`src/rtl/ctr_pkg.sv`:
```
// Counter-mode stream cipher types
package ctr_pkg;

   // One stream beat, also one keystream block
   typedef logic [127:0] data_t;

   // Cipher key
   typedef logic [255:0] key_t;

   // Block index inside a frame, restarts after every last beat
   typedef logic [15:0] blk_ctr_t;

   // Reserved output FIFO slots
   typedef logic [7:0] credit_t;

   // Defaults handed down from the top level
   localparam int DEF_ROUNDS    = 4;
   localparam int DEF_OUT_DEPTH = 16;
   localparam int DEF_EOF_DEPTH = 8;

endpackage

```
`src/rtl/ctr_blk_if.sv`:
```
// Keystream request and response link
`timescale 1ns/100ps
interface ctr_blk_if (
   input logic m_axi_mm2s_aclk
);

   // Request side
   logic              req_valid;
   ctr_pkg::blk_ctr_t req_ctr;
   ctr_pkg::key_t     req_key;

   // Keystream side, one block per request in order
   logic              ks_valid;
   ctr_pkg::data_t    ks_data;

   modport engine (
      input  m_axi_mm2s_aclk,
      output req_valid,
      output req_ctr,
      output req_key,
      input  ks_valid,
      input  ks_data
   );

   modport pipe (
      input  m_axi_mm2s_aclk,
      input  req_valid,
      input  req_ctr,
      input  req_key,
      output ks_valid,
      output ks_data
   );

endinterface

```
`src/rtl/keystream_pipe.sv`:
```
// Pipelined keystream generator
`timescale 1ns/100ps
module keystream_pipe #(
   parameter int ROUNDS = 4
) (
   input  logic   m_axi_mm2s_aclk,
   input  logic   rst_n_i,
   ctr_blk_if.pipe blk
);

   ctr_pkg::data_t init_state;
   ctr_pkg::data_t st_q  [ROUNDS];
   logic           vld_q [ROUNDS];

   // One add-rotate-xor round over four 32-bit lanes
   function automatic ctr_pkg::data_t round_f(
      input ctr_pkg::data_t s,
      input ctr_pkg::key_t  k,
      input int unsigned    r
   );
      logic [31:0]    lane [4];
      logic [31:0]    t;
      int unsigned    rot;
      ctr_pkg::data_t res;
      for (int j = 0; j < 4; j++)
      begin
         lane[j] = s[32*j +: 32];
      end
      for (int j = 0; j < 4; j++)
      begin
         rot = 5 + 4 * j;
         t   = lane[j] + k[32*((r + j) % 8) +: 32];
         t   = (t << rot) | (t >> (32 - rot));
         res[32*j +: 32] = t ^ lane[(j + 1) % 4];
      end
      return res;
   endfunction

   // Counter spread over every lane, then mixed with the low key half
   assign init_state = blk.req_key[127:0] ^ {4{16'h0000, blk.req_ctr}};

   for (genvar g = 0; g < ROUNDS; g++)
   begin : g_stage
      ctr_pkg::data_t stage_in;
      logic           stage_vld;

      if (g == 0)
      begin : g_first
         assign stage_in  = init_state;
         assign stage_vld = blk.req_valid;
      end
      else
      begin : g_next
         assign stage_in  = st_q[g-1];
         assign stage_vld = vld_q[g-1];
      end

      // Key is held steady while a stream runs, so it is read directly
      always_ff @(posedge m_axi_mm2s_aclk)
      begin
         st_q[g] <= round_f(stage_in, blk.req_key, g);
      end

      always_ff @(posedge m_axi_mm2s_aclk or negedge rst_n_i)
      begin
         if (!rst_n_i)
         begin
            vld_q[g] <= 1'b0;
         end
         else
         begin
            vld_q[g] <= stage_vld;
         end
      end
   end

   // Byte swap of the final block
   always_comb
   begin
      for (int b = 0; b < 16; b++)
      begin
         blk.ks_data[8*b +: 8] = st_q[ROUNDS-1][127-8*b -: 8];
      end
   end

   assign blk.ks_valid = vld_q[ROUNDS-1];

endmodule

```
`src/flat_wrapper.sv`:
```
// flat-port wrapper written by rule: the top's interface ports become plain ports
module keystream_pipe_flat 
#(
   parameter int ROUNDS = 4
)
  (m_axi_mm2s_aclk, rst_n_i, blk_req_valid, blk_req_ctr, blk_req_key, blk_ks_valid, blk_ks_data);
  ctr_blk_if blk_i (.m_axi_mm2s_aclk(m_axi_mm2s_aclk));
  input  logic m_axi_mm2s_aclk;
  input  logic rst_n_i;
  input wire logic [$bits(blk_i.req_valid)-1:0] blk_req_valid;
  input wire logic [$bits(blk_i.req_ctr)-1:0] blk_req_ctr;
  input wire logic [$bits(blk_i.req_key)-1:0] blk_req_key;
  output wire logic [$bits(blk_i.ks_valid)-1:0] blk_ks_valid;
  output wire logic [$bits(blk_i.ks_data)-1:0] blk_ks_data;
  assign blk_i.req_valid = blk_req_valid;
  assign blk_i.req_ctr = blk_req_ctr;
  assign blk_i.req_key = blk_req_key;
  assign blk_ks_valid = blk_i.ks_valid;
  assign blk_ks_data = blk_i.ks_data;
  keystream_pipe #(.ROUNDS(ROUNDS)) u_core (.m_axi_mm2s_aclk(m_axi_mm2s_aclk), .rst_n_i(rst_n_i), .blk(blk_i));
endmodule
```
`config.mk`:
```
export PLATFORM = sky130hd
export DESIGN_NAME = keystream_pipe_flat
export DESIGN_NICKNAME = d
export VERILOG_FILES = /design/src/rtl/ctr_pkg.sv /design/src/rtl/ctr_blk_if.sv /design/src/rtl/keystream_pipe.sv /design/src/flat_wrapper.sv
export SDC_FILE = /design/constraint.sdc
export NUM_CORES = 2
export LEC_CHECK = 0
export BUFFER_PORTS_ARGS = -buffer_cell sky130_fd_sc_hd__buf_2
export CAP_MARGIN = 0
export CELL_PAD_IN_SITES_DETAIL_PLACEMENT = 0
export CELL_PAD_IN_SITES_GLOBAL_PLACEMENT = 1
export CORE_ASPECT_RATIO = 0.5
export CORE_UTILIZATION = 23
export DETAILED_ROUTE_END_ITERATION = 8
export PLACE_DENSITY_LB_ADDON = 0.1
export SLEW_MARGIN = 20
export SYNTH_ARGS = -nofsm -noshare
export SYNTH_HDL_FRONTEND = slang
export SYNTH_SLANG_ARGS = --single-unit
```
`constraint.sdc`:
```
create_clock -name m_axi_mm2s_aclk -period 2.7 [get_ports m_axi_mm2s_aclk]
set_clock_uncertainty 0.2 [all_clocks]
set_input_delay 0 -clock m_axi_mm2s_aclk [delete_from_list [all_inputs] [get_ports m_axi_mm2s_aclk]]
set_output_delay 0 -clock m_axi_mm2s_aclk [all_outputs]
set_load 0.02 [all_outputs]
```
**Word level (Yosys, flattened, before mapping)**

Memories as Yosys holds them, arrays and structs flattened.
Index checks and enable logic that the tools add are counted.

- Bitwise logic cells: 33
- Add/subtract/negate cells: 16

Operators with widths:

| operator | number |
|---|---|
| $add 32x32->32 | 16 |
| $xor 32x32->32 | 16 |
| $or 32x13->32 | 4 |
| $or 32x17->32 | 4 |
| $or 32x5->32 | 4 |
| $or 32x9->32 | 4 |
| $xor 128x112->128 | 1 |

- Word-level logic and storage cells: 54
- Input port bits: 275
- Register bits after elaboration: 4
- Memories: 1
- Output and inout bits: 129
- Memory bits (writable): 512

Memory list:

| name | words | width | rd ports | clocked after memory_dff | write ports | RTL line | source |
|---|---|---|---|---|---|---|---|
| u_core.st_q | 4 | 128 | 4 | 0 | 4 | keystream_pipe.sv:12 | `ctr_pkg::data_t st_q [ROUNDS];` |

**Depth between registers and ports, before layout**

- Word-level depth: 4
- Gate-level depth with buffers: 13
- Mapped depth without buffers: 13

**Least setup slack after synthesis**

OpenSTA, ideal clock, no wires.

- Kind: input-to-reg
- Start: in blk_req_ctr[4]
- End: mem u_core.st_q[0][97] (netlist name)
- Data required time: 2.412 ns
- Library setup time: 0.088 ns
- Stages: 13
- Setup slack: -0.292 ns
- Arrival: 2.704 ns
- Path buffers: 1
- Cell sequence: clkbuf_1 inv_1 ha_1 xor2_1 nor2_1 a221o_1 a221o_1 and3_1 a211o_1 o2111ai_1 a21boi_1 o21a_1 a311oi_2

RTL lines:

| element | RTL line | source |
|---|---|---|
| start: declaration | flat_wrapper.sv:11 | `input wire logic [$bits(blk_i.req_ctr)-1:0] blk_req_ctr;` |
| end: declaration | keystream_pipe.sv:12 |  |

==> summary.md <==
| Metric | Value |
|---|---|
| Outcome | complete, but fails checks |
| Failing checks | negative hold slack, negative setup slack |
| Fin crit period | 3.13 ns |
| CP peak stage delay | 0.37 ns |
| Buf+Inv Stages, Crit Path | 2 |
| Max-slew violations | 0 |
| Count of TritonRoute iterations in the first routing pass | 6 |
| Cell Area, Synth | 37300 um2 |
| Cell mode on critical path | a21o_1 |
| Worst slew pin tran | 1.15 ns |
| Post-synth EDFFs | 0 |
| GRT Total Usage | 26.9% |
| Cell family with most CP delay | compound AO/OA/AOI/OAI gates |
| Multiplexer share of the synthesized area | 1.19% |
| Max-cap viol count | 0 |
| Placed Cells | 7869 |
| Input/output buffers | 371 |
| Area leader, netlist | dfxtp_1 |
| Synth Area in Compound Gates | 20.3% |
| HP Start | blk_req_ctr[1] |
| Hold path endpoint | u_core.st_q[0][97] |
| DP HPWL | 195 mm |
| Post-DRT Antenna Nets | 0 |
| Final WL | 229 mm |
| Combinational family with the most area after synthesis | XOR/XNOR gates |
| Critical path fanouts, max | 4 |
| Synth Area in Simple Gates | 10.9% |
| Clock Latency Late Sink | 0.71 ns |
| Count leader, synth | xnor2_1 |
| Clock-pin slew on the worst setup and hold paths | 0.07 ns |
| Max-slew headroom | 23.3% |
| Crit-path cells | ha_4 > buf_6 > a21o_1 > a21o_1 > a211oi_4 > o31ai_2 > a21o_1 > a21o_1 > or3_4 > a311oi_4 > buf_4 > o21ai_2 > xnor2_1 |
| DRC viols | 0 |
| Core Area | 161000 um2 |
| Synth Instances | 4138 |
| Avg Vias per Cell | 4.71 |
| Synth Area in Adders | 15.1% |
| Synth top cells by count | 677 x xnor2_1, 512 x dfxtp_1, 432 x ha_1 |
| Synth Warn # | 0 |
| Final WS setup | -0.431 ns |
| Unique masters post-synth | 76 |
| Final Hold Fails | 1 |
| Syn Nets | 4857 |
| Antenna violations before repair | 20 |
| Fin Hold WS | -0.0118 ns |
| Total Die Area | 164000 um2 |
| Max VDD drop | 586 uV |
| CTS sink cnt | 516 |
| Crit-path slowest cell | or3_4 |
| Syn_area_per_cell | 9.02 um2 |
| Layout area overhead | 71.5% |
| Peak Freq | 319 MHz |
| Worst r2r src | u_core.st_q[0][64] |
| Clock Path Buffers | 3 |
| WP data arrival | 3.51 ns |
| Total Power | 84900 uW |
| Die Span X | 572 um |
| RR Endpoint | u_core.st_q[1][76] |
| Worst reg2reg path depth | 13 |
| Asr flop ratio synth | 0.775% |
| I/O pin count | 404 |
| Synth Area in XOR/XNOR | 22.8% |
| Share of layout cells above drive strength 1 | 39.6% |
| Final setup viols | 167 |
| FILL cells | 16304 |
| DR iter-0 viols | 3042 |
| Unrepaired setup endpoints after global routing | true |
| Nets | 7054 |
| Hold WC Path Type | input port to flip-flop |
| DR WL/cell | 26.7 um |
| Starting density of the core | 23.2% |
| Vias in the first global route | 40099 |
| PD cells | 1330 nW/um2 |
| TritonCTS buffer count | 61 |
| H-tree depth | 2 |
| Final Instance Area | 64000 um2 |
| Hold path cells | 6 |
| CP Data Required Time | 3.08 ns |
| Pin count of the biggest net entering global routing | 18 |
| Root buf cell | clkbuf_16 |
| Dpl cell area | 52000 um2 |
| Sequential Area | 10500 um2 |
| Seq/Total Area, Yosys | 27.7% |
| First-pass GRT wire length | 306 mm |
| Synth Flop Type | dfxtp_1 |
| CTS tree | yes |
| Multi-input combinational cell area | 30600 um2 |
| Startpoint types | flip-flop |
| Crit. End Element | flip-flop |
| Grt ovf | 0 |
| Yosys top cell area share | 27.5% |
| Fin util | 39.8% |
| CP Class | flip-flop to flip-flop |
| RePlAce Congestion | 0.946 |
| Leak | 0.0289 uW |
| Site row count | 104 |
| Area contributors post-synth | dfxtp_1 27%, xnor2_1 16%, ha_1 14% |
| Reg2Reg Setup Slack | -0.43 ns |
| Tcrit/Tclk final | 116% |
| Seq cells post-synth | 516 |
| Die Y | 287 um |
| Final cell count without fillers | 8557 |
| DR vias | 40267 |
[how the worst max path moves through the flow]
stage                             from                  end  slack [ns]  cells after the start
finish              u_core.st_q[0][64]   u_core.st_q[1][76]       -0.43                     13
global route         u_core.st_q[2][0]   u_core.st_q[3][31]       -0.52                     17
global placement    u_core.st_q[2][97]  u_core.st_q[3][111]       -1.13                     15
CTS                 u_core.st_q[2][96]  u_core.st_q[3][111]       -0.43                     15
detailed placement  u_core.st_q[2][97]  u_core.st_q[3][111]       -1.10                     15
floorplan           u_core.st_q[1][65]   u_core.st_q[2][74]       -0.11                     11
[cells in the final DEF (no fill, tap or decap), drive strengths merged, types with 36 or more instances in the layout]
master,netlist,final
o211ai,36,36
xnor2,677,677
dlygate4sd3,0,454
nand4,37,37
a21o,242,242
o21bai,54,54
a31oi,43,43
and2,39,39
nand2b,55,55
ha,432,432
nor3,50,50
a21oi,305,305
xor2,294,294
dfxtp,512,512
inv,141,144
nand3,91,91
o21ai,190,190
nand2,222,222
clkbuf,55,88
nor2,165,165
nor2b,65,65
buf,6,1736
[metrics by stage]
stage	hold slack, ns	setup TNS (ns)	setup slack (ns)
after floorplan	-0.496	-0.623	-0.113
after global placement	-0.395	-106.68	-1.13
after detailed placement	-0.386	-105.57	-1.10
after CTS	0.00203	-33.01	-0.432
after global routing	-0.00100	-47.46	-0.524
final	-0.0118	-30.82	-0.431
[where the power goes]
part	internal (uW)	total [uW]	switching, uW
registers	11900	17000	5050
logic	29100	59100	30000
clock network	4770	8760	3990
[area by class of cell]
class	instances	share of cell area, %
Multi-Input combinational cell	3420	47.9
Timing Repair Buffer	2195	27.6
Sequential cell	516	16.4
Tap cell	2173	4.25
Clock buffer	85	2.67
Inverter	141	0.840
Clock inverter	23	0.389
Antenna cell	4	0.0156
[kinds of logic (layout without fill, tap and decap cells)]
logic type,count (synthesis),count (layout)
simple gates,824,824
xor+xnor,971,971
mux,43,43
other cells,0,4
flops,516,516
compound gates,1138,1138
fa+ha+maj,444,444
buf+inv,202,2444
[tightest hold or removal path, stage by stage]
cell	delay, ns
buf_2	0.10
inv_1	0.08
buf_12	0.16
ha_1	0.20
buf_4	0.19
a311oi_2	0.11
[what timing repair did]
| action | in CTS | in global routing |
|---|---|---|
| setup endpoints to repair | 220 | 240 |
| buffers inserted | 111 | 72 |
| hold endpoints to repair | 483 | 24 |
| gates resized for setup | 657 | 301 |
| pin swaps | 390 | 307 |
| hold buffers | 452 | 19 |
[per-layer routing]
layer  vias to the layer above  GRT usage, %  share of wire (%)
met3                       197          3.13                4.8
met4                         4          5.22                2.0
met2                       958          42.3                 44
met1                     19975          39.4                 49
met5                         -             0              0.012
li1                      19133             -                  -
[sequential cells by signal, summed over array words and instances (netlist names)]
name	count
u_core.blk.ks_valid	1
u_core.g_stage.stage_vld	3
u_core.st_q	512
(Power assumes the default switching activity.)
