### src/rtl/eof_tracker.sv
// Finished frame counter
`timescale 1ns/100ps
module eof_tracker #(
   parameter int DEPTH = 8
) (
   input  logic m_axi_mm2s_aclk,
   input  logic rst_n_i,
   input  logic frame_done_i,
   input  logic eof_rd_i,
   output logic eof_empty_o,
   output logic eof_full_o
);

   // Headroom for frames still in flight when full rises
   localparam int CW = $clog2(DEPTH + 1) + 1;

   logic [CW-1:0] cnt_q;
   logic          rd_ok;
   logic          empty_q;

   // Reads on an empty count are dropped
   assign rd_ok = eof_rd_i && (cnt_q != '0);

   always_ff @(posedge m_axi_mm2s_aclk or negedge rst_n_i)
   begin
      if (!rst_n_i)
      begin
         cnt_q   <= '0;
         empty_q <= 1'b1;
      end
      else
      begin
         case ({frame_done_i, rd_ok})
            2'b10:   cnt_q <= cnt_q + 1'b1;
            2'b01:   cnt_q <= cnt_q - 1'b1;
            default: cnt_q <= cnt_q;
         endcase
         empty_q <= (cnt_q == '0);
      end
   end

   assign eof_empty_o = empty_q;
   assign eof_full_o  = (cnt_q >= CW'(DEPTH));

endmodule

### config.mk
export PLATFORM = sky130hd
export DESIGN_NAME = eof_tracker
export DESIGN_NICKNAME = d
export VERILOG_FILES = /design/src/rtl/eof_tracker.sv
export SDC_FILE = /design/constraint.sdc
export NUM_CORES = 1
export LEC_CHECK = 0
export ABC_AREA = 1
export BUFFER_PORTS_ARGS = -buffer_cell sky130_fd_sc_hd__buf_2
export CAP_MARGIN = 20
export CORE_AREA = 2 2 39 41
export DETAILED_ROUTE_END_ITERATION = 16
export DIE_AREA = 0 0 41 43
export SYNTH_ARGS = -nofsm -noshare
export SYNTH_HDL_FRONTEND = slang
export SYNTH_SLANG_ARGS = --single-unit
### constraint.sdc
create_clock -name m_axi_mm2s_aclk -period 2.94 [get_ports m_axi_mm2s_aclk]
set_input_delay 0.294 -clock m_axi_mm2s_aclk [delete_from_list [all_inputs] [get_ports m_axi_mm2s_aclk]]
set_output_delay 0.294 -clock m_axi_mm2s_aclk [all_outputs]
set_load 0.02 [all_outputs]
# Word level (Yosys, flattened, before mapping)
# Cells that the tools add are included.
# word_totals
register_bits	6
in_bits	4
out_inout_bits	2
# classes
n_addsub	2
order_cmp	1
eq_ne	2
n_mux	1
n_reduce_logical	4
# op_table
op	n
5-bit case mux with 2 select lines	1
5-bit by 1-bit adder with 5-bit output, second input constant	1
5-bit by 4-bit >= comparator with 1-bit output, second input constant	1
5-bit logical NOT	1
5-bit nonzero test	1
5-bit by 1-bit subtractor with 5-bit output, second input constant	1
2-bit by 1-bit equality test with 1-bit output, second input constant	1
2-bit equality test, second input constant	1
2-bit nonzero test	1
1-bit logical AND	1

# Depth between registers and ports, before layout
# Gate-level depths: netlist of the first run.
# depth
depth_word	4
depth_mapped	14
mapped_depth_nobuf	14

# Worst setup path after synthesis of the first run
# OpenSTA, ideal clock, no wires.
# synth_path
kind	reg-to-reg
start	register cnt_q[1]
end	register cnt_q[4]
setup_ns	0.117
t_arrival_ns	1.700
required_time_ns	2.823
path_slack_ns	1.123
path_stages_with_launch	12
n_path_buf	0
cell_sequence	dfrtp_1 nor3_1 nand3_1 nand2_1 inv_1 ha_1 ha_1 or2_1 nand2_1 nand2_1 nand3_1 nand2_1
# synth_between
elab_chain_len	4
word_cells_on_any_way	8
cone_classes	add/sub (2); eq/ne (2); mux (1); reduce/logical (3)
# synth_lines
item	line_no	text
start, declared	17	logic [CW-1:0] cnt_q;
start signal, assigned	34	2'b10: cnt_q <= cnt_q + 1'b1;
start signal, assigned	35	2'b01: cnt_q <= cnt_q - 1'b1;
start signal, assigned	36	default: cnt_q <= cnt_q;
parallel branches: the longest is 4 deep, another holds 5-bit by 1-bit subtractor with 5-bit output	-	
# Parallel ways; which one is timed is not known.
# A chain may end at the register's enable or synchronous reset.

# Worst setup path in the final report of the first run
# Ends and elaborated chain as after synthesis.

==> impl_metrics.csv, run 1 <==
group,metric,value,unit
final_layout,fin_nets,77,
worst_setup_path,reg2reg_to,"cnt_q[4]$_DFFE_PN0P_",
worst_setup_path,slowest_stage,"dfrtp_1",
worst_setup_path,r2r-start,"cnt_q[1]$_DFFE_PN0P_",
timing,layout_setup_ws,901.7,ps
clock_tree,post-cts-setup-buffers,0,
run,drv_cap,0,
worst_setup_path,slowest_delay,410,ps
route,drtPass1Iterations,4,
synth,syn_nets,67,
synth,synth_area_per_cell,7.227,µm²
hold_path,worstHoldPathType,"in2async",
timing,tns,0,ps
place,dp_hpwl,568,µm
worst_setup_path,cp_max_fo,5,
final_layout,stdcell_area,495.5,µm²
die,io_pins,6,
place,gp_congestion,0.7295,
worst_setup_path,critPathBufInv,1,
synth,synth.distinct_cells,13,
synth,synth_edf_count,0,
place,place.port_buffers,5,
clock_tree,clock_sinks,6,
final_layout,area_growth,18.21,%
global_routing,grt_pass1_vias,306,
global_routing,grt-ovfl-total,0,
worst_setup_path,worst-r2r-cell-count,11,
route,ant_nets,0,
clock_tree,htree_levels,1,
synth,synth_ff_type,"dfrtp_1",
clock_tree,clk_pin_slew,50,ps
global_routing,grt_pass1_wl,1207,µm
worst_setup_path,worstPathCellList,"nor3_1 > nand3_1 > nand2_1 > inv_1 > ha_1 > ha_1 > or2_1 > nand2_1 > nand2_1 > nand3_1 > nand2_1",
route,routed_wl,759,µm
route,drt_iter0_drc,10,
worst_setup_path,crit_path_end_kind,"register",
die,die_area,0.001763,mm²
timing,finalCritPeriodShare,0.6933,
timing,timing.slew.headroom,0.8362,
place,place_area,459.2,µm²
die,die_x,41,µm
synth,yosysSeqAreaShare,0.3612,
pwr,power_density,999.3,mW/mm²
die,rows,14,
clock_tree,cts_tree,"done",
timing,tightest_slew,245.7,ps
synth,synthTopCellsByCount,"nand2_1 (20), inv_1 (12), dfrtp_1 (5), nand3_1 (5), ha_1 (4)",
timing,drv_slew,0,
synth,synth.most_common_cell,"nand2_1",
timing,setup_viol,0,
timing,hold_violations,0,
pwr,finalPower,0.0004951,W
route,via_count,354,
timing,grt_setup_unrepaired,"no",
synth,yosysTopAreaCellShare,0.2985,
synth,syn_inst,58,
final_layout,drive_gt1_frac,0.1343,
clock_tree,cts_buffers,3,
worst_setup_path,r2r_slack,900,ps
worst_setup_path,worst_setup_path_start_kind,"register",
route,top_layer,"met4",
pwr,p_leak,0.2965,nW
worst_setup_path,crit_arrival,2170,ps
worst_setup_path,crit_required,3070,ps
route,vias_per_cell,4.265,
route,drc,0,
place,dpl_worst_slack,959.5,ps
status,outcome,"complete, no violations",
worst_setup_path,cp_common_cell,"nand2_1",
clock_tree,clock_latency,250,ps
timing,fmax,0.4906,GHz
synth,syn-cell-area,419.2,µm²
global_routing,grt_antenna_before_repair,0,
worst_setup_path,crit_family,"simple AND/OR/NAND/NOR gates",
global_routing,grt_max_degree,8,
pwr,irDropWorstVdd,0.2349,mV
route,wl_per_cell,9.145,µm
clock_tree,cts-root-buf,"clkbuf_4",
synth,yosysWarningCount,0,
global_routing,grtUsageTotal,0.1098,
final_layout,num_antenna_cells,0,
synth,synthArstFlopShare,1.000,
timing,worst_clock_skew,10.72,ps
synth,synth_area_leaders,"dfrtp_1 (30%), nand2_1 (18%), ha_1 (12%), inv_1 (11%), dfstp_2 (6.3%)",
route,wl_met3,13,µm
synth,synth-seq-cells,6,
die,start_util,0.3029,
final_layout,final_util,0.3580,
route,wl_met2,357,µm
worst_setup_path,criticalPathCategory,"reg2reg",
synth,yosysTopAreaCell,"dfrtp_1",
clock_tree,cts_buffer_depth,2,
route,wl_met1,373,µm
timing,period_needed,2038,ps
die,core-area,0.001384,mm²
die,die_h,43,µm
worst max path at each step:
stage	from	to	slack, ps	cells after the start
finish	cnt_q[1]$_DFFE_PN0P_	cnt_q[4]$_DFFE_PN0P_	900	11
global route	cnt_q[1]$_DFFE_PN0P_	cnt_q[4]$_DFFE_PN0P_	670	11
CTS	cnt_q[1]$_DFFE_PN0P_	cnt_q[4]$_DFFE_PN0P_	870	11
detailed placement	cnt_q[1]$_DFFE_PN0P_	cnt_q[4]$_DFFE_PN0P_	960	11
global placement	cnt_q[0]$_DFFE_PN0P_	cnt_q[4]$_DFFE_PN0P_	980	11
floorplan	cnt_q[1]$_DFFE_PN0P_	cnt_q[4]$_DFFE_PN0P_	1120	11
through the flow:
| stage | hold WS [ps] | std cells |
|---|---|---|
| 2_1_floorplan | -1.591 | 58 |
| 3_3_place_gp | 125.3 | 78 |
| 3_5_place_dp | 124.0 | 78 |
| 4_1_cts | 385.2 | 83 |
| 5_1_grt | 414.8 | 83 |
| 6_report | 388.8 | 83 |
logic make-up after synthesis:
logic type	share of synthesized area
flops	0.3612
xor+xnor	0.02090
buf+inv	0.1194
simple gates	0.3074
fa+ha+maj	0.1672
compound gates	0.02388
worst register-to-register path, stage by stage (launching register included):
cell     delay, ps
dfrtp_1        410
nor3_1         250
nand3_1        130
nand2_1         80
inv_1           40
ha_1           230
ha_1           320
or2_1          250
nand2_1         70
nand2_1         40
nand3_1         60
nand2_1         50
cell type report:
class / count / area (µm²)
clock buffers: 4 / 26.28
fillers: 151 / 888.4
repair buffers: 6 / 35.03
well taps: 16 / 20.02
flip-flops and latches: 6 / 151.4
multi-input cells: 39 / 217.7
inverters: 12 / 45.04
what timing repair did:
item,CTS,global route
gates resized for setup,0,0
hold buffers,1,0
endpoints found under the hold margin,5,0
registers in the layout, indices dropped and copies added (netlist names):
signal,flops
cnt_q,5
eof_empty_o,1
power by group:
part / switching [W] / total (W) / internal [W] / leakage (nW)
Sequential: 0.0000345 / 0.000160 / 0.000126 / 0.0709
Combinational: 0.000149 / 0.000250 / 0.000101 / 0.211
Clock: 0.0000330 / 0.0000846 / 0.0000516 / 0.0150
metal layers:
layer | track usage | vias to the layer above
met4 | 0.1000 | 0
met2 | 0.1469 | 4
met5 | 0 | -
li1 | - | 194
met1 | 0.1331 | 154
met3 | 0.03141 | 2
cell usage in the layout, fill, tap and decap left out, drive strengths merged:
| cell | synthesis | routed |
|---|---|---|
| nand2 | 20 | 20 |
| inv | 12 | 12 |
| nand3 | 5 | 5 |
| dfrtp | 5 | 5 |
| buf | 0 | 5 |
| ha | 4 | 4 |
| clkbuf | 1 | 4 |
| nor2 | 3 | 3 |
| or2 | 2 | 2 |
| o21ai | 2 | 2 |
| nor3 | 1 | 1 |
| xnor2 | 1 | 1 |
| fa | 1 | 1 |
| dfstp | 1 | 1 |
| dlygate4sd3 | 0 | 1 |
Power figures use the tool's default switching activity.
==> inputs of run 2 (changes only) <==
==> constraint.sdc (replaced) <==
create_clock -name m_axi_mm2s_aclk -period 2.1 [get_ports m_axi_mm2s_aclk]
set_input_delay 0.21 -clock m_axi_mm2s_aclk [delete_from_list [all_inputs] [get_ports m_axi_mm2s_aclk]]
set_output_delay 0.21 -clock m_axi_mm2s_aclk [all_outputs]
set_load 0.02 [all_outputs]
==> run 2 against run 1 <==
Net effect: count of clock-buffer cells in the layout did not move; hold slack got worse by 73 ps; critical path depth did not move; total power rose by 43%; first-iteration DRC count fell by 60%; wire length rose by 5.3%; final area rose by 2.0%; global-route usage rose by 0.72 points; highest routed layer unchanged.
==> impl_metrics.csv, run 2 (synthesized netlist as in run 1, its figures left out) <==
group,metric,value,unit
final_layout,regMostFlops,"cnt_q",
route,drc,0,
final_layout,stdcell_area,505.5,µm²
final_layout,area_growth,20.60,%
route,drtPass1Iterations,2,
timing,tightest_slew,168.2,ps
route,vias_per_cell,4.262,
route,wl_per_cell,9.512,µm
worst_setup_path,criticalPathCategory,"reg2reg",
pwr,p_leak,0.2998,nW
pwr,p_int,0.0004030,W
worst_setup_path,reg2reg_to,"cnt_q[4]$_DFFE_PN0P_",
place,place_area,466.7,µm²
die,io_pins,6,
pwr,p_switching,0.0003025,W
run,drv_cap,0,
worst_setup_path,worst-r2r-cell-count,11,
global_routing,grtUsageTotal,0.1169,
global_routing,grt_antenna_before_repair,0,
clock_tree,cts-root-buf,"clkbuf_4",
pwr,p_seq_frac,0.309,
timing,timing.slew.headroom,0.8870,
clock_tree,clk_pin_slew,50,ps
place,dp_hpwl,614.1,µm
die,die_area,0.001763,mm²
timing,setup_viol,0,
worst_setup_path,crit_arrival,2050,ps
clock_tree,cts_buffers,3,
timing,period_needed,1926,ps
pwr,power_density,1396,mW/mm²
clock_tree,post-cts-setup-buffers,0,
worst_setup_path,r2r_slack,170,ps
pwr,pwr-share-clk,0.164,
final_layout,final_cell_mix,"nand2_1 (20), inv_1 (12), nand3_1 (5), dfrtp_1 (5), buf_2 (5)",
final_layout,final_common_cell,"nand2_1",
route,drt_iter0_drc,4,
worst_setup_path,worst_setup_path_start_kind,"register",
final_layout,fin_nets,78,
timing,drv_slew,0,
timing,worst_clock_skew,8.422,ps
place,dpl.cell_count,79,
clock_tree,clock_sinks,6,
die,start_util,0.3029,
global_routing,grt-ovfl-total,0,
route,routed_wl,799,µm
timing,hold_violations,0,
worst_setup_path,crit_path_end_kind,"register",
die,die_h,43,µm
timing,finalCritPeriodShare,0.9172,
place,place.port_buffers,5,
pwr,irDropWorstVdd,0.3654,mV
final_layout,num_antenna_cells,0,
timing,grt_setup_unrepaired,"no",
die,rows,14,
clock_tree,cts_buffer_depth,2,
global_routing,grt_pass1_vias,363,
worst_setup_path,crit_required,2230,ps
hold_path,worstHoldPathType,"in2async",
worst_setup_path,cp_max_fo,5,
clock_tree,cts_tree,"done",
final_layout,drive_gt1_frac,0.1618,
die,die_x,41,µm
timing,fmax,0.5192,GHz
worst_setup_path,r2r-start,"cnt_q[0]$_DFFE_PN0P_",
timing,tns,0,ps
final_layout,largest_reg_flops,5,
clock_tree,clock_latency,240,ps
route,ant_nets,0,
route,via_count,358,
status,outcome,"complete, no violations",
pwr,p_comb_frac,0.527,
place,gp_congestion,0.7410,
final_layout,final_cells,84,
global_routing,grt_pass1_wl,1373,µm
die,core-area,0.001384,mm²
pwr,switching_share,0.4288,
clock_tree,htree_levels,1,
global_routing,grt_max_degree,8,
==> run 2: worst max path at each step <==
stage,cells after the start,startpoint,to
finish,11,cnt_q[0]$_DFFE_PN0P_,cnt_q[4]$_DFFE_PN0P_
CTS,11,cnt_q[0]$_DFFE_PN0P_,cnt_q[4]$_DFFE_PN0P_
global placement,11,cnt_q[0]$_DFFE_PN0P_,cnt_q[4]$_DFFE_PN0P_
global route,13,cnt_q[0]$_DFFE_PN0P_,cnt_q[4]$_DFFE_PN0P_
detailed placement,11,cnt_q[0]$_DFFE_PN0P_,cnt_q[4]$_DFFE_PN0P_
floorplan,11,cnt_q[1]$_DFFE_PN0P_,cnt_q[4]$_DFFE_PN0P_
==> run 2: layer usage <==
| layer | track usage | wire, µm |
|---|---|---|
| met5 | 0 | 0 |
| met4 | 0.1000 | 14 |
| met3 | 0.01571 | 14 |
| met2 | 0.1844 | 408 |
| met1 | 0.1270 | 362 |
==> run 2: repair_timing <==
action	in CTS	in global routing
gates resized for setup	0	1
endpoints found under the setup margin	0	1
endpoints found under the hold margin	6	0
hold buffers	1	0
==> run 2: worst max-delay path, cell delays in order, from the launching register on <==
cell and delay (ps):
dfrtp_1 410, nor3_1 200, nand3_1 110, nand2_1 70, inv_1 40, ha_2 200
ha_1 300, or2_1 250, nand2_1 70, nand2_1 50, nand3_1 70, nand2_1 50
==> run 2: layout make-up <==
cell class | count | area (µm²)
clock buffers | 4 | 26.28
fillers | 161 | 878.3
inverters | 12 | 45.04
multi-input cells | 39 | 220.2
flip-flops and latches | 6 | 151.4
well taps | 16 | 20.02
repair buffers | 7 | 42.54
==> run 2: power groups by stage <==
stage | Clock [W] | Combinational, W | Sequential [W]
after floorplan | 0 | 0.000275 | 0.000221
after global placement | 0 | 0.000364 | 0.000219
after detailed placement | 0 | 0.000365 | 0.000221
after CTS | 0.000121 | 0.000375 | 0.000219
after global routing | 0.000125 | 0.000436 | 0.000227
final | 0.000116 | 0.000372 | 0.000218
==> run 2: metrics by stage <==
step                      hold WS, ps  total power, W  setup WS, ps    util
after floorplan                -85.59       0.0004964         282.6       -
after global placement          41.49       0.0005827         176.9  0.3373
after detailed placement        46.24       0.0005856         117.5  0.3373
after CTS                       317.1       0.0007150         92.25  0.3635
after global routing            338.5       0.0007870         22.20  0.3653
final                           315.3       0.0007055         173.9  0.3653
