<file path="src/rtl/ctr_pkg.sv">
// Counter-mode stream cipher types
package ctr_pkg;

   // One stream beat, also one keystream block
   typedef logic [127:0] data_t;

   // Cipher key
   typedef logic [255:0] key_t;

   // Block index inside a frame, restarts after every last beat
   typedef logic [15:0] blk_ctr_t;

   // Reserved output FIFO slots
   typedef logic [7:0] credit_t;

   // Defaults handed down from the top level
   localparam int DEF_ROUNDS    = 4;
   localparam int DEF_OUT_DEPTH = 16;
   localparam int DEF_EOF_DEPTH = 8;

endpackage

</file>
<file path="src/rtl/ctr_blk_if.sv">
// Keystream request and response link
`timescale 1ns/100ps
interface ctr_blk_if (
   input logic m_axi_mm2s_aclk
);

   // Request side
   logic              req_valid;
   ctr_pkg::blk_ctr_t req_ctr;
   ctr_pkg::key_t     req_key;

   // Keystream side, one block per request in order
   logic              ks_valid;
   ctr_pkg::data_t    ks_data;

   modport engine (
      input  m_axi_mm2s_aclk,
      output req_valid,
      output req_ctr,
      output req_key,
      input  ks_valid,
      input  ks_data
   );

   modport pipe (
      input  m_axi_mm2s_aclk,
      input  req_valid,
      input  req_ctr,
      input  req_key,
      output ks_valid,
      output ks_data
   );

endinterface

</file>
<file path="src/rtl/ctr_xor_engine.sv">
// Counter-mode XOR engine
`timescale 1ns/100ps
module ctr_xor_engine #(
   parameter int ROUNDS    = 4,
   parameter int OUT_DEPTH = 16
) (
   input  logic           m_axi_mm2s_aclk,
   input  logic           rst_n_i,
   input  ctr_pkg::key_t  key_i,
   input  ctr_pkg::data_t s_tdata_i,
   input  logic           s_tlast_i,
   input  logic           s_tvalid_i,
   output logic           s_tready_o,
   output ctr_pkg::data_t m_tdata_o,
   output logic           m_tlast_o,
   output logic           m_tvalid_o,
   input  logic           m_tready_i,
   input  logic           eof_full_i,
   output logic           m_frame_done_o,
   ctr_blk_if.engine      blk
);

   localparam int BW = $bits(ctr_pkg::data_t) + 1;

   logic              s_hs;
   logic              m_hs;
   ctr_pkg::blk_ctr_t blk_ctr_q;
   ctr_pkg::credit_t  credit_q;

   logic              align_last;
   ctr_pkg::data_t    align_data;
   logic              align_empty;

   logic              xor_valid_q;
   logic              xor_last_q;
   ctr_pkg::data_t    xor_data_q;
   logic              out_empty;

   assign s_hs = s_tvalid_i & s_tready_o;
   assign m_hs = m_tvalid_o & m_tready_i;

   // Accept only with a reserved output slot and room for the frame
   assign s_tready_o = (credit_q != '0) && !eof_full_i;

   always_ff @(posedge m_axi_mm2s_aclk or negedge rst_n_i)
   begin
      if (!rst_n_i)
      begin
         blk_ctr_q     <= '0;
         credit_q      <= ctr_pkg::credit_t'(OUT_DEPTH);
         blk.req_valid <= 1'b0;
         xor_valid_q   <= 1'b0;
      end
      else
      begin
         if (s_hs)
         begin
            blk_ctr_q <= s_tlast_i ? '0 : blk_ctr_q + 1'b1;
         end
         case ({s_hs, m_hs})
            2'b10:   credit_q <= credit_q - 1'b1;
            2'b01:   credit_q <= credit_q + 1'b1;
            default: credit_q <= credit_q;
         endcase
         blk.req_valid <= s_hs;
         xor_valid_q   <= blk.ks_valid;
      end
   end

   // Counter for the pipe and the combined beat
   always_ff @(posedge m_axi_mm2s_aclk)
   begin
      if (s_hs)
      begin
         blk.req_ctr <= blk_ctr_q;
      end
      xor_data_q <= blk.ks_data ^ align_data;
      xor_last_q <= align_last;
   end

   assign blk.req_key = key_i;

   // Beats wait here until their keystream block comes back
   stream_fifo #(
      .DEPTH (ROUNDS + 2),
      .WIDTH (BW)
   ) align_fifo_i (
      .m_axi_mm2s_aclk (m_axi_mm2s_aclk),
      .rst_n_i         (rst_n_i),
      .wr_en_i         (s_hs),
      .wr_data_i       ({s_tlast_i, s_tdata_i}),
      .rd_en_i         (blk.ks_valid & ~align_empty),
      .rd_data_o       ({align_last, align_data}),
      .empty_o         (align_empty),
      .count_o         ()
   );

   stream_fifo #(
      .DEPTH (OUT_DEPTH),
      .WIDTH (BW)
   ) out_fifo_i (
      .m_axi_mm2s_aclk (m_axi_mm2s_aclk),
      .rst_n_i         (rst_n_i),
      .wr_en_i         (xor_valid_q),
      .wr_data_i       ({xor_last_q, xor_data_q}),
      .rd_en_i         (m_hs),
      .rd_data_o       ({m_tlast_o, m_tdata_o}),
      .empty_o         (out_empty),
      .count_o         ()
   );

   assign m_tvalid_o     = ~out_empty;
   assign m_frame_done_o = m_hs & m_tlast_o;

endmodule

</file>
<file path="src/rtl/stream_fifo.sv">
// Synchronous first-word-fall-through FIFO
`timescale 1ns/100ps
module stream_fifo #(
   parameter int DEPTH = 4,
   parameter int WIDTH = 8
) (
   input  logic                       m_axi_mm2s_aclk,
   input  logic                       rst_n_i,
   input  logic                       wr_en_i,
   input  logic [WIDTH-1:0]           wr_data_i,
   input  logic                       rd_en_i,
   output logic [WIDTH-1:0]           rd_data_o,
   output logic                       empty_o,
   output logic [$clog2(DEPTH+1)-1:0] count_o
);

   localparam int AW = (DEPTH > 1) ? $clog2(DEPTH) : 1;
   localparam int CW = $clog2(DEPTH + 1);

   logic [WIDTH-1:0] mem_q [DEPTH];
   logic [AW-1:0]    wr_ptr_q;
   logic [AW-1:0]    rd_ptr_q;
   logic [CW-1:0]    count_q;

   // Pointer advance with wrap for any depth
   function automatic logic [AW-1:0] ptr_next(input logic [AW-1:0] ptr);
      if (ptr == AW'(DEPTH - 1))
      begin
         return '0;
      end
      return ptr + 1'b1;
   endfunction

   always_ff @(posedge m_axi_mm2s_aclk)
   begin
      if (wr_en_i)
      begin
         mem_q[wr_ptr_q] <= wr_data_i;
      end
   end

   always_ff @(posedge m_axi_mm2s_aclk or negedge rst_n_i)
   begin
      if (!rst_n_i)
      begin
         wr_ptr_q <= '0;
         rd_ptr_q <= '0;
         count_q  <= '0;
      end
      else
      begin
         if (wr_en_i)
         begin
            wr_ptr_q <= ptr_next(wr_ptr_q);
         end
         if (rd_en_i)
         begin
            rd_ptr_q <= ptr_next(rd_ptr_q);
         end
         // Occupancy holds when both sides move together
         case ({wr_en_i, rd_en_i})
            2'b10:   count_q <= count_q + 1'b1;
            2'b01:   count_q <= count_q - 1'b1;
            default: count_q <= count_q;
         endcase
      end
   end

   // Head entry is always presented
   assign rd_data_o = mem_q[rd_ptr_q];
   assign empty_o   = (count_q == '0);
   assign count_o   = count_q;

endmodule

</file>
<file path="src/flat_wrapper.sv">
// flat-port wrapper written by rule: the top's interface ports become plain ports
module ctr_xor_engine_flat 
#(
   parameter int ROUNDS    = 4,
   parameter int OUT_DEPTH = 16
)
  (m_axi_mm2s_aclk, rst_n_i, key_i, s_tdata_i, s_tlast_i, s_tvalid_i, s_tready_o, m_tdata_o, m_tlast_o, m_tvalid_o, m_tready_i, eof_full_i, m_frame_done_o, blk_req_valid, blk_req_ctr, blk_req_key, blk_ks_valid, blk_ks_data);
  ctr_blk_if blk_i (.m_axi_mm2s_aclk(m_axi_mm2s_aclk));
  input  logic m_axi_mm2s_aclk;
  input  logic rst_n_i;
  input  ctr_pkg::key_t key_i;
  input  ctr_pkg::data_t s_tdata_i;
  input  logic s_tlast_i;
  input  logic s_tvalid_i;
  output logic s_tready_o;
  output ctr_pkg::data_t m_tdata_o;
  output logic m_tlast_o;
  output logic m_tvalid_o;
  input  logic m_tready_i;
  input  logic eof_full_i;
  output logic m_frame_done_o;
  output wire logic [$bits(blk_i.req_valid)-1:0] blk_req_valid;
  output wire logic [$bits(blk_i.req_ctr)-1:0] blk_req_ctr;
  output wire logic [$bits(blk_i.req_key)-1:0] blk_req_key;
  input wire logic [$bits(blk_i.ks_valid)-1:0] blk_ks_valid;
  input wire logic [$bits(blk_i.ks_data)-1:0] blk_ks_data;
  assign blk_req_valid = blk_i.req_valid;
  assign blk_req_ctr = blk_i.req_ctr;
  assign blk_req_key = blk_i.req_key;
  assign blk_i.ks_valid = blk_ks_valid;
  assign blk_i.ks_data = blk_ks_data;
  ctr_xor_engine #(.ROUNDS(ROUNDS), .OUT_DEPTH(OUT_DEPTH)) u_core (.m_axi_mm2s_aclk(m_axi_mm2s_aclk), .rst_n_i(rst_n_i), .key_i(key_i), .s_tdata_i(s_tdata_i), .s_tlast_i(s_tlast_i), .s_tvalid_i(s_tvalid_i), .s_tready_o(s_tready_o), .m_tdata_o(m_tdata_o), .m_tlast_o(m_tlast_o), .m_tvalid_o(m_tvalid_o), .m_tready_i(m_tready_i), .eof_full_i(eof_full_i), .m_frame_done_o(m_frame_done_o), .blk(blk_i));
endmodule
</file>
<file path="config.mk">
export PLATFORM = sky130hd
export DESIGN_NAME = ctr_xor_engine_flat
export DESIGN_NICKNAME = d
export VERILOG_FILES = /design/src/rtl/ctr_pkg.sv /design/src/rtl/ctr_blk_if.sv /design/src/rtl/ctr_xor_engine.sv /design/src/rtl/stream_fifo.sv /design/src/flat_wrapper.sv
export SDC_FILE = /design/constraint.sdc
export NUM_CORES = 2
export LEC_CHECK = 0
export ABC_CLOCK_PERIOD_IN_PS = 24000
export BUFFER_PORTS_ARGS = -buffer_cell sky130_fd_sc_hd__buf_2
export CAP_MARGIN = 20
export CORE_UTILIZATION = 35
export CTS_CLUSTER_DIAMETER = 100
export DETAILED_ROUTE_END_ITERATION = 8
export SLEW_MARGIN = 20
export SYNTH_ARGS = -nofsm -noshare
export SYNTH_HDL_FRONTEND = slang
export SYNTH_SLANG_ARGS = --single-unit
export TNS_END_PERCENT = 30
</file>
<file path="constraint.sdc">
create_clock -name m_axi_mm2s_aclk -period 24 [get_ports m_axi_mm2s_aclk]
set_input_delay 3.6 -clock m_axi_mm2s_aclk [delete_from_list [all_inputs] [get_ports m_axi_mm2s_aclk]]
set_output_delay 3.6 -clock m_axi_mm2s_aclk [all_outputs]
set_load 0.02 [all_outputs]
</file>
Word level (Yosys, flattened, before mapping)
Memories as Yosys holds them, arrays and structs flattened.
Cells that the tools add are included.
W data, S select, Z words.
{"block": "word_totals", "wordCells": 75, "ff_bits": 193, "output_inout_bits": 405, "n_memories": 2, "ramBits": 2838}
{"block": "classes", "reduce_logical": 8, "n_addsub": 11, "n_eq_ne": 10, "n_mux": 24, "n_bitwise": 7}
{"memory": "u_core.out_fifo_i.mem_q", "depth": 16, "width": 129, "rd": 1, "rd_clocked_by_memory_dff": 0, "wr": 1, "line_no": "stream_fifo.sv:20", "text": "logic [WIDTH-1:0] mem_q [DEPTH];"}
{"memory": "u_core.align_fifo_i.mem_q", "depth": 6, "width": 129, "rd": 1, "rd_clocked_by_memory_dff": 0, "wr": 1, "line_no": "stream_fifo.sv:20"}
{"operator": "$xor A128 B128 Y128", "n": 1}
{"operator": "$add A16 B1 Y16 const B", "n": 1}
{"operator": "$mux W16", "n": 1}
{"operator": "$mux W4", "n": 4}
{"operator": "$pmux W8 S2", "n": 1}
{"operator": "$mux W1", "n": 12}
{"operator": "$mux W3", "n": 4}
{"operator": "$pmux W5 S2", "n": 1}
{"operator": "$add A3 B1 Y3 const B", "n": 3}
{"operator": "$add A4 B1 Y4 const B", "n": 2}
{"operator": "$add A8 B1 Y8 const B", "n": 1}
{"operator": "$eq A4 B4 Y1 const B", "n": 2}
{"operator": "$reduce_bool A8 Y1", "n": 1}
{"operator": "$sub A8 B1 Y8 const B", "n": 1}
{"operator": "$eq A2 B1 Y1 const B", "n": 3}
{"operator": "$eq A2 B2 Y1 const B", "n": 3}
{"operator": "$eq A3 B3 Y1 const B", "n": 2}
{"operator": "$pmux W3 S2", "n": 1}
{"operator": "$reduce_bool A2 Y1", "n": 3}
{"operator": "$add A5 B1 Y5 const B", "n": 1}
{"operator": "$logic_not A5 Y1", "n": 1}
{"operator": "$sub A5 B1 Y5 const B", "n": 1}
{"operator": "$and A1 B1 Y1", "n": 4}
{"operator": "$logic_not A3 Y1", "n": 1}
{"operator": "4 further kinds", "n": 5}

Longest topological paths before layout
{"block": "depth", "word_depth": 5, "depth_mapped": 12, "mapped_depth_nobuf": 10}

Cells and area by module
From an unflattened synthesis, not the netlist that was laid out.
{"block": "unflattened", "cells_unflattened": 5636, "area_unflattened_um2": 117330.0}
{"mod": "stream_fifo (u_core.out_fifo_i)", "n_inst": 1, "cells_each": 3390, "seq_area_each_um2": 62304.8, "area_each_um2": 79209.7}
{"mod": "stream_fifo (u_core.align_fifo_i)", "n_inst": 1, "cells_each": 1545, "seq_area_each_um2": 23467.5, "area_each_um2": 30446.7}
{"mod": "ctr_xor_engine", "n_inst": 1, "cells_each": 701, "seq_area_each_um2": 3714.8, "area_each_um2": 7673.6}

Worst setup path before layout
OpenSTA, ideal clock, no wires.
{"block": "synth_timing", "path_kind": "input to register", "startpoint": "input eof_full_i", "endpoint": "memory u_core.align_fifo_i.mem_q[4][0] (netlist bit) (enable)", "arrival_time_ns": 17.027, "path_buffers": 1, "stages": 4, "path_slack_ns": 5.995, "required_time_ns": 23.022, "cell_sequence": "inv_1 > o211ai_4 > buf_6 > nor4b_1"}
{"block": "synth_via", "elab_chain_len": 5}
{"item": "start, declared", "line_no": "flat_wrapper.sv:20", "text": "input logic eof_full_i;"}
{"item": "$logic_not A1 Y1", "line_no": "ctr_xor_engine.sv:43", "text": "assign s_tready_o = (credit_q != '0) && !eof_full_i;"}
{"item": "$logic_and A1 B1 Y1", "line_no": "ctr_xor_engine.sv:43"}
{"item": "$and A1 B1 Y1", "line_no": "ctr_xor_engine.sv:39", "text": "assign s_hs = s_tvalid_i & s_tready_o;"}
{"item": "$mux W1", "line_no": "stream_fifo.sv:36", "text": "if (wr_en_i)"}
{"item": "$mux W1 (implied by the code)", "line_no": "stream_fifo.sv:38", "text": "mem_q[wr_ptr_q] <= wr_data_i;"}
{"item": "end, declared", "line_no": "stream_fifo.sv:20"}
No other way between the ends.

Worst setup path in the final report
{"block": "layout_timing", "startpoint": "register u_core.out_fifo_i.rd_ptr_q[0]", "endpoint": "output m_tdata_o[44]"}
{"block": "layout_via", "elab_chain_len": 1}
{"item": "start, declared", "line_no": "stream_fifo.sv:22", "text": "logic [AW-1:0] rd_ptr_q;"}
{"item": "start signal, assigned", "line_no": "stream_fifo.sv:58", "text": "rd_ptr_q <= ptr_next(rd_ptr_q);"}
{"item": "$mem_v2 Z16 W129"}
{"item": "end, declared", "line_no": "flat_wrapper.sv:16", "text": "output ctr_pkg::data_t m_tdata_o;"}
No other way between the ends.

==> flow_summary.json <==
{
  "synthTopCellsByArea": "edfxtp_1 (73%), mux4_2 (7.5%), mux2i_1 (4.4%)",
  "drt_iter0_markers": 4780,
  "setup_viol": 0,
  "io_buffers": 411,
  "synth.distinct_cells": 56,
  "ys.warnings.count": 0,
  "status": "complete, no violations",
  "max_cap_violations": 0,
  "yosysTopAreaCell": "edfxtp_1",
  "hp-class": "register to register",
  "r2r_slack_ps": 19150,
  "drive_above_1_share_pct": 23.6,
  "grt_max_degree": 130,
  "clk_pin_slew_ps": 60,
  "synth-simple-area-share_pct": 1.37,
  "place_worst_setup_slack_ps": 14500,
  "cts_buffer_depth": 4,
  "grt_overflow": 0,
  "fmax_mhz": 96.4,
  "globalplace.congestion": 0.729,
  "die_area_um2": 337000,
  "async_flop_share_pct": 1.58,
  "area_delta_synth_final_pct": 13.7,
  "mappedNetlistArea_um2": 117000,
  "initial_utilization_pct": 35.2,
  "final_antenna_net_count": 0,
  "avgViaCountPerCell": 5.17,
  "cts_tree": "built",
  "synth_top_area_share_pct": 73.1,
  "cts-hold-fix-buffers": 0,
  "relSlewSlack_pct": 24.5,
  "core_area_um2": 333000,
  "io_pins": 924,
  "synth_cells": 6032,
  "setup_tns_ps": 0,
  "yosysMostFrequentCell": "edfxtp_1",
  "post_cts_buffers": 0,
  "leakagePower_uw": 0.0440,
  "cts_resized": 0,
  "skew_ps": 54.9,
  "fin_ws_ps": 13630,
  "cts_root_buf": "clkbuf_16",
  "p_per_area_nw_per_um2": 131,
  "fin_nets": 6866,
  "wirelength_um": 304000,
  "synth_edf_count": 2854,
  "numClockSinks": 3031,
  "rsz0062_at_grt": "false",
  "synth_compound_area_share_pct": 4.84,
  "synth-xor-area-share_pct": 1.08,
  "htree_levels": 5,
  "dp_hpwl_um": 170000,
  "cts-buffers-inserted": 321,
  "first_pass_iters": 5,
  "grtUsageTotal_pct": 17.6,
  "route.detailed.drc": 0,
  "avgSynthCellArea_um2": 19.4,
  "antenna_found_initial": 64,
  "synth_adder_area_share_pct": 0.254,
  "whs_ps": 475,
  "worstSkewPairLatency_ps": 920,
  "min_period_over_period_pct": 43.2,
  "grt_pass1_vias": 58400,
  "synth_mux_area_share_pct": 13.2,
  "ys_seq_elements": 3031,
  "crit_fanout": 127,
  "finalHoldViolations": 0,
  "tightest_slew_ps": 1130,
  "grt_first_pass_wirelength_um": 430000,
  "die_h_um": 581,
  "cp.arrival_ps": 6770,
  "netlist_top_cells_count": "edfxtp_1 (2,854), mux2i_1 (521), mux4_2 (390)",
  "worstSetupPathType": "register to output port",
  "wl_per_cell_um": 27.7,
  "yosysSeqAreaShare_pct": 76.3,
  "syn_nets": 6573,
  "ir_drop_v": 0.000101,
  "required_ps": 20400,
  "vias": 56800,
  "fp.dieW_um": 581,
  "slew_viol_final": 0,
  "synth_top_family_by_area": "multiplexers",
  "finalCriticalPeriod_ps": 10370,
  "num_rows": 212,
  "ys.flop_type": "edfxtp_1",
  "end_kind": "output port",
  "startpoint_type": "register"
}
-- placed cells by master, fill, tap and decap left out, types with 11 or more instances in the layout --
master	n
o21ai_0	108
clkinv_2	52
inv_1	13
a221oi_2	102
nor3_1	12
mux4_2	390
clkbuf_8	19
a21o_1	11
clkbuf_16	323
a22oi_1	128
nand3_1	11
edfxtp_1	2854
a21oi_1	146
nor2_1	15
clkbuf_1	68
diode_2	12
dfrtp_1	40
bufinv_16	38
a221oi_1	26
nand2_1	300
buf_4	99
mux2_1	108
xnor2_1	136
clkinv_1	46
ha_1	19
inv_6	14
o21ai_1	303
buf_2	411
dfxtp_1	129
mux2i_1	521
nor2_4	12
mux2_2	23
buf_12	14
clkinvlp_4	13
-- final timing paths --
kind,startpoint,to,cells past startpoint
max,u_core.out_fifo_i.rd_ptr_q[0],m_tdata_o[44],10
min,u_core.credit_q[7],u_core.credit_q[7],1
max reg2reg,u_core.align_fifo_i.rd_ptr_q[0],u_core.xor_data_q[76],6
min reg2reg,u_core.credit_q[7],u_core.credit_q[7],1
max in group asynchronous,rst_n_i,u_core.out_fifo_i.rd_ptr_q[2],2
min in group asynchronous,rst_n_i,u_core.out_fifo_i.count_o[4],2
-- stage by stage --
| step | instances | total power [uW] | instance area (um2) | utilization [%] |
|---|---|---|---|---|
| detailed placement | 10400 | 12600 | 123000 | 36.8 |
| CTS | 11000 | 17700 | 133000 | 40.0 |
| global placement | 10400 | 12500 | 123000 | 36.8 |
| global route | 11000 | 18200 | 133000 | 40.0 |
| finish | 11000 | 17500 | 133000 | 40.0 |
| floorplan | 6032 | 10800 | 117000 | - |
-- logic make-up after synthesis --
family,Yosys count
AOI/OAI and AO/OA,834
and+or+nand+nor,389
buffers and inverters,569
adders and majority gates,22
xor gates and xnor gates,145
DFF,3031
muxes,1042
-- sequential cells by signal, summed over array words and instances, names as in the netlist, 4 cells and up --
register and cells:
u_core.xor_data_q 128, u_core.blk.req_ctr 16, u_core.out_fifo_i.mem_q 2064, u_core.align_fifo_i.mem_q 774
u_core.out_fifo_i.rd_ptr_q 4, u_core.blk_ctr_q 16, u_core.credit_q 8, u_core.out_fifo_i.wr_ptr_q 4
u_core.out_fifo_i.count_o 5
-- where the power goes --
group          switching (uW)  leakage [uW]  internal [uW]
Clock                    2080       0.00523           2970
Sequential                680        0.0275           6950
Combinational            3020        0.0113           1760
Total                    5770        0.0440          11700
-- layout make-up --
| cell class | count | area [um2] |
|---|---|---|
| Antenna cell | 12 | 30.0 |
| Clock buffer | 410 | 8600 |
| Clock inverter | 181 | 2150 |
| Fill cell | 29400 | 200000 |
| Inverter | 14 | 52.6 |
| Multi-Input combinational cell | 2432 | 24500 |
| Sequential cell | 3031 | 89500 |
| Tap cell | 4387 | 5490 |
| Timing Repair Buffer | 525 | 3090 |
-- worst max-delay path, cell delays in order, from the launching register on --
cell     delay, ps
dfrtp_4       1110
buf_4          860
buf_4          850
buf_12         720
buf_12         540
mux2_2         410
o21ai_0        150
a21oi_1         90
a22oi_1        230
nand2_1        150
buf_2          200
-- layer usage --
metal	share of wire [%]	track usage [%]	wire length [um]
met1	42	23.3	128000
met4	2.4	4.69	7350
met3	7.8	4.79	23600
met2	47	28.5	144000
met5	0.18	0.553	552
No activity file was read; power rests on OpenSTA's default activity.
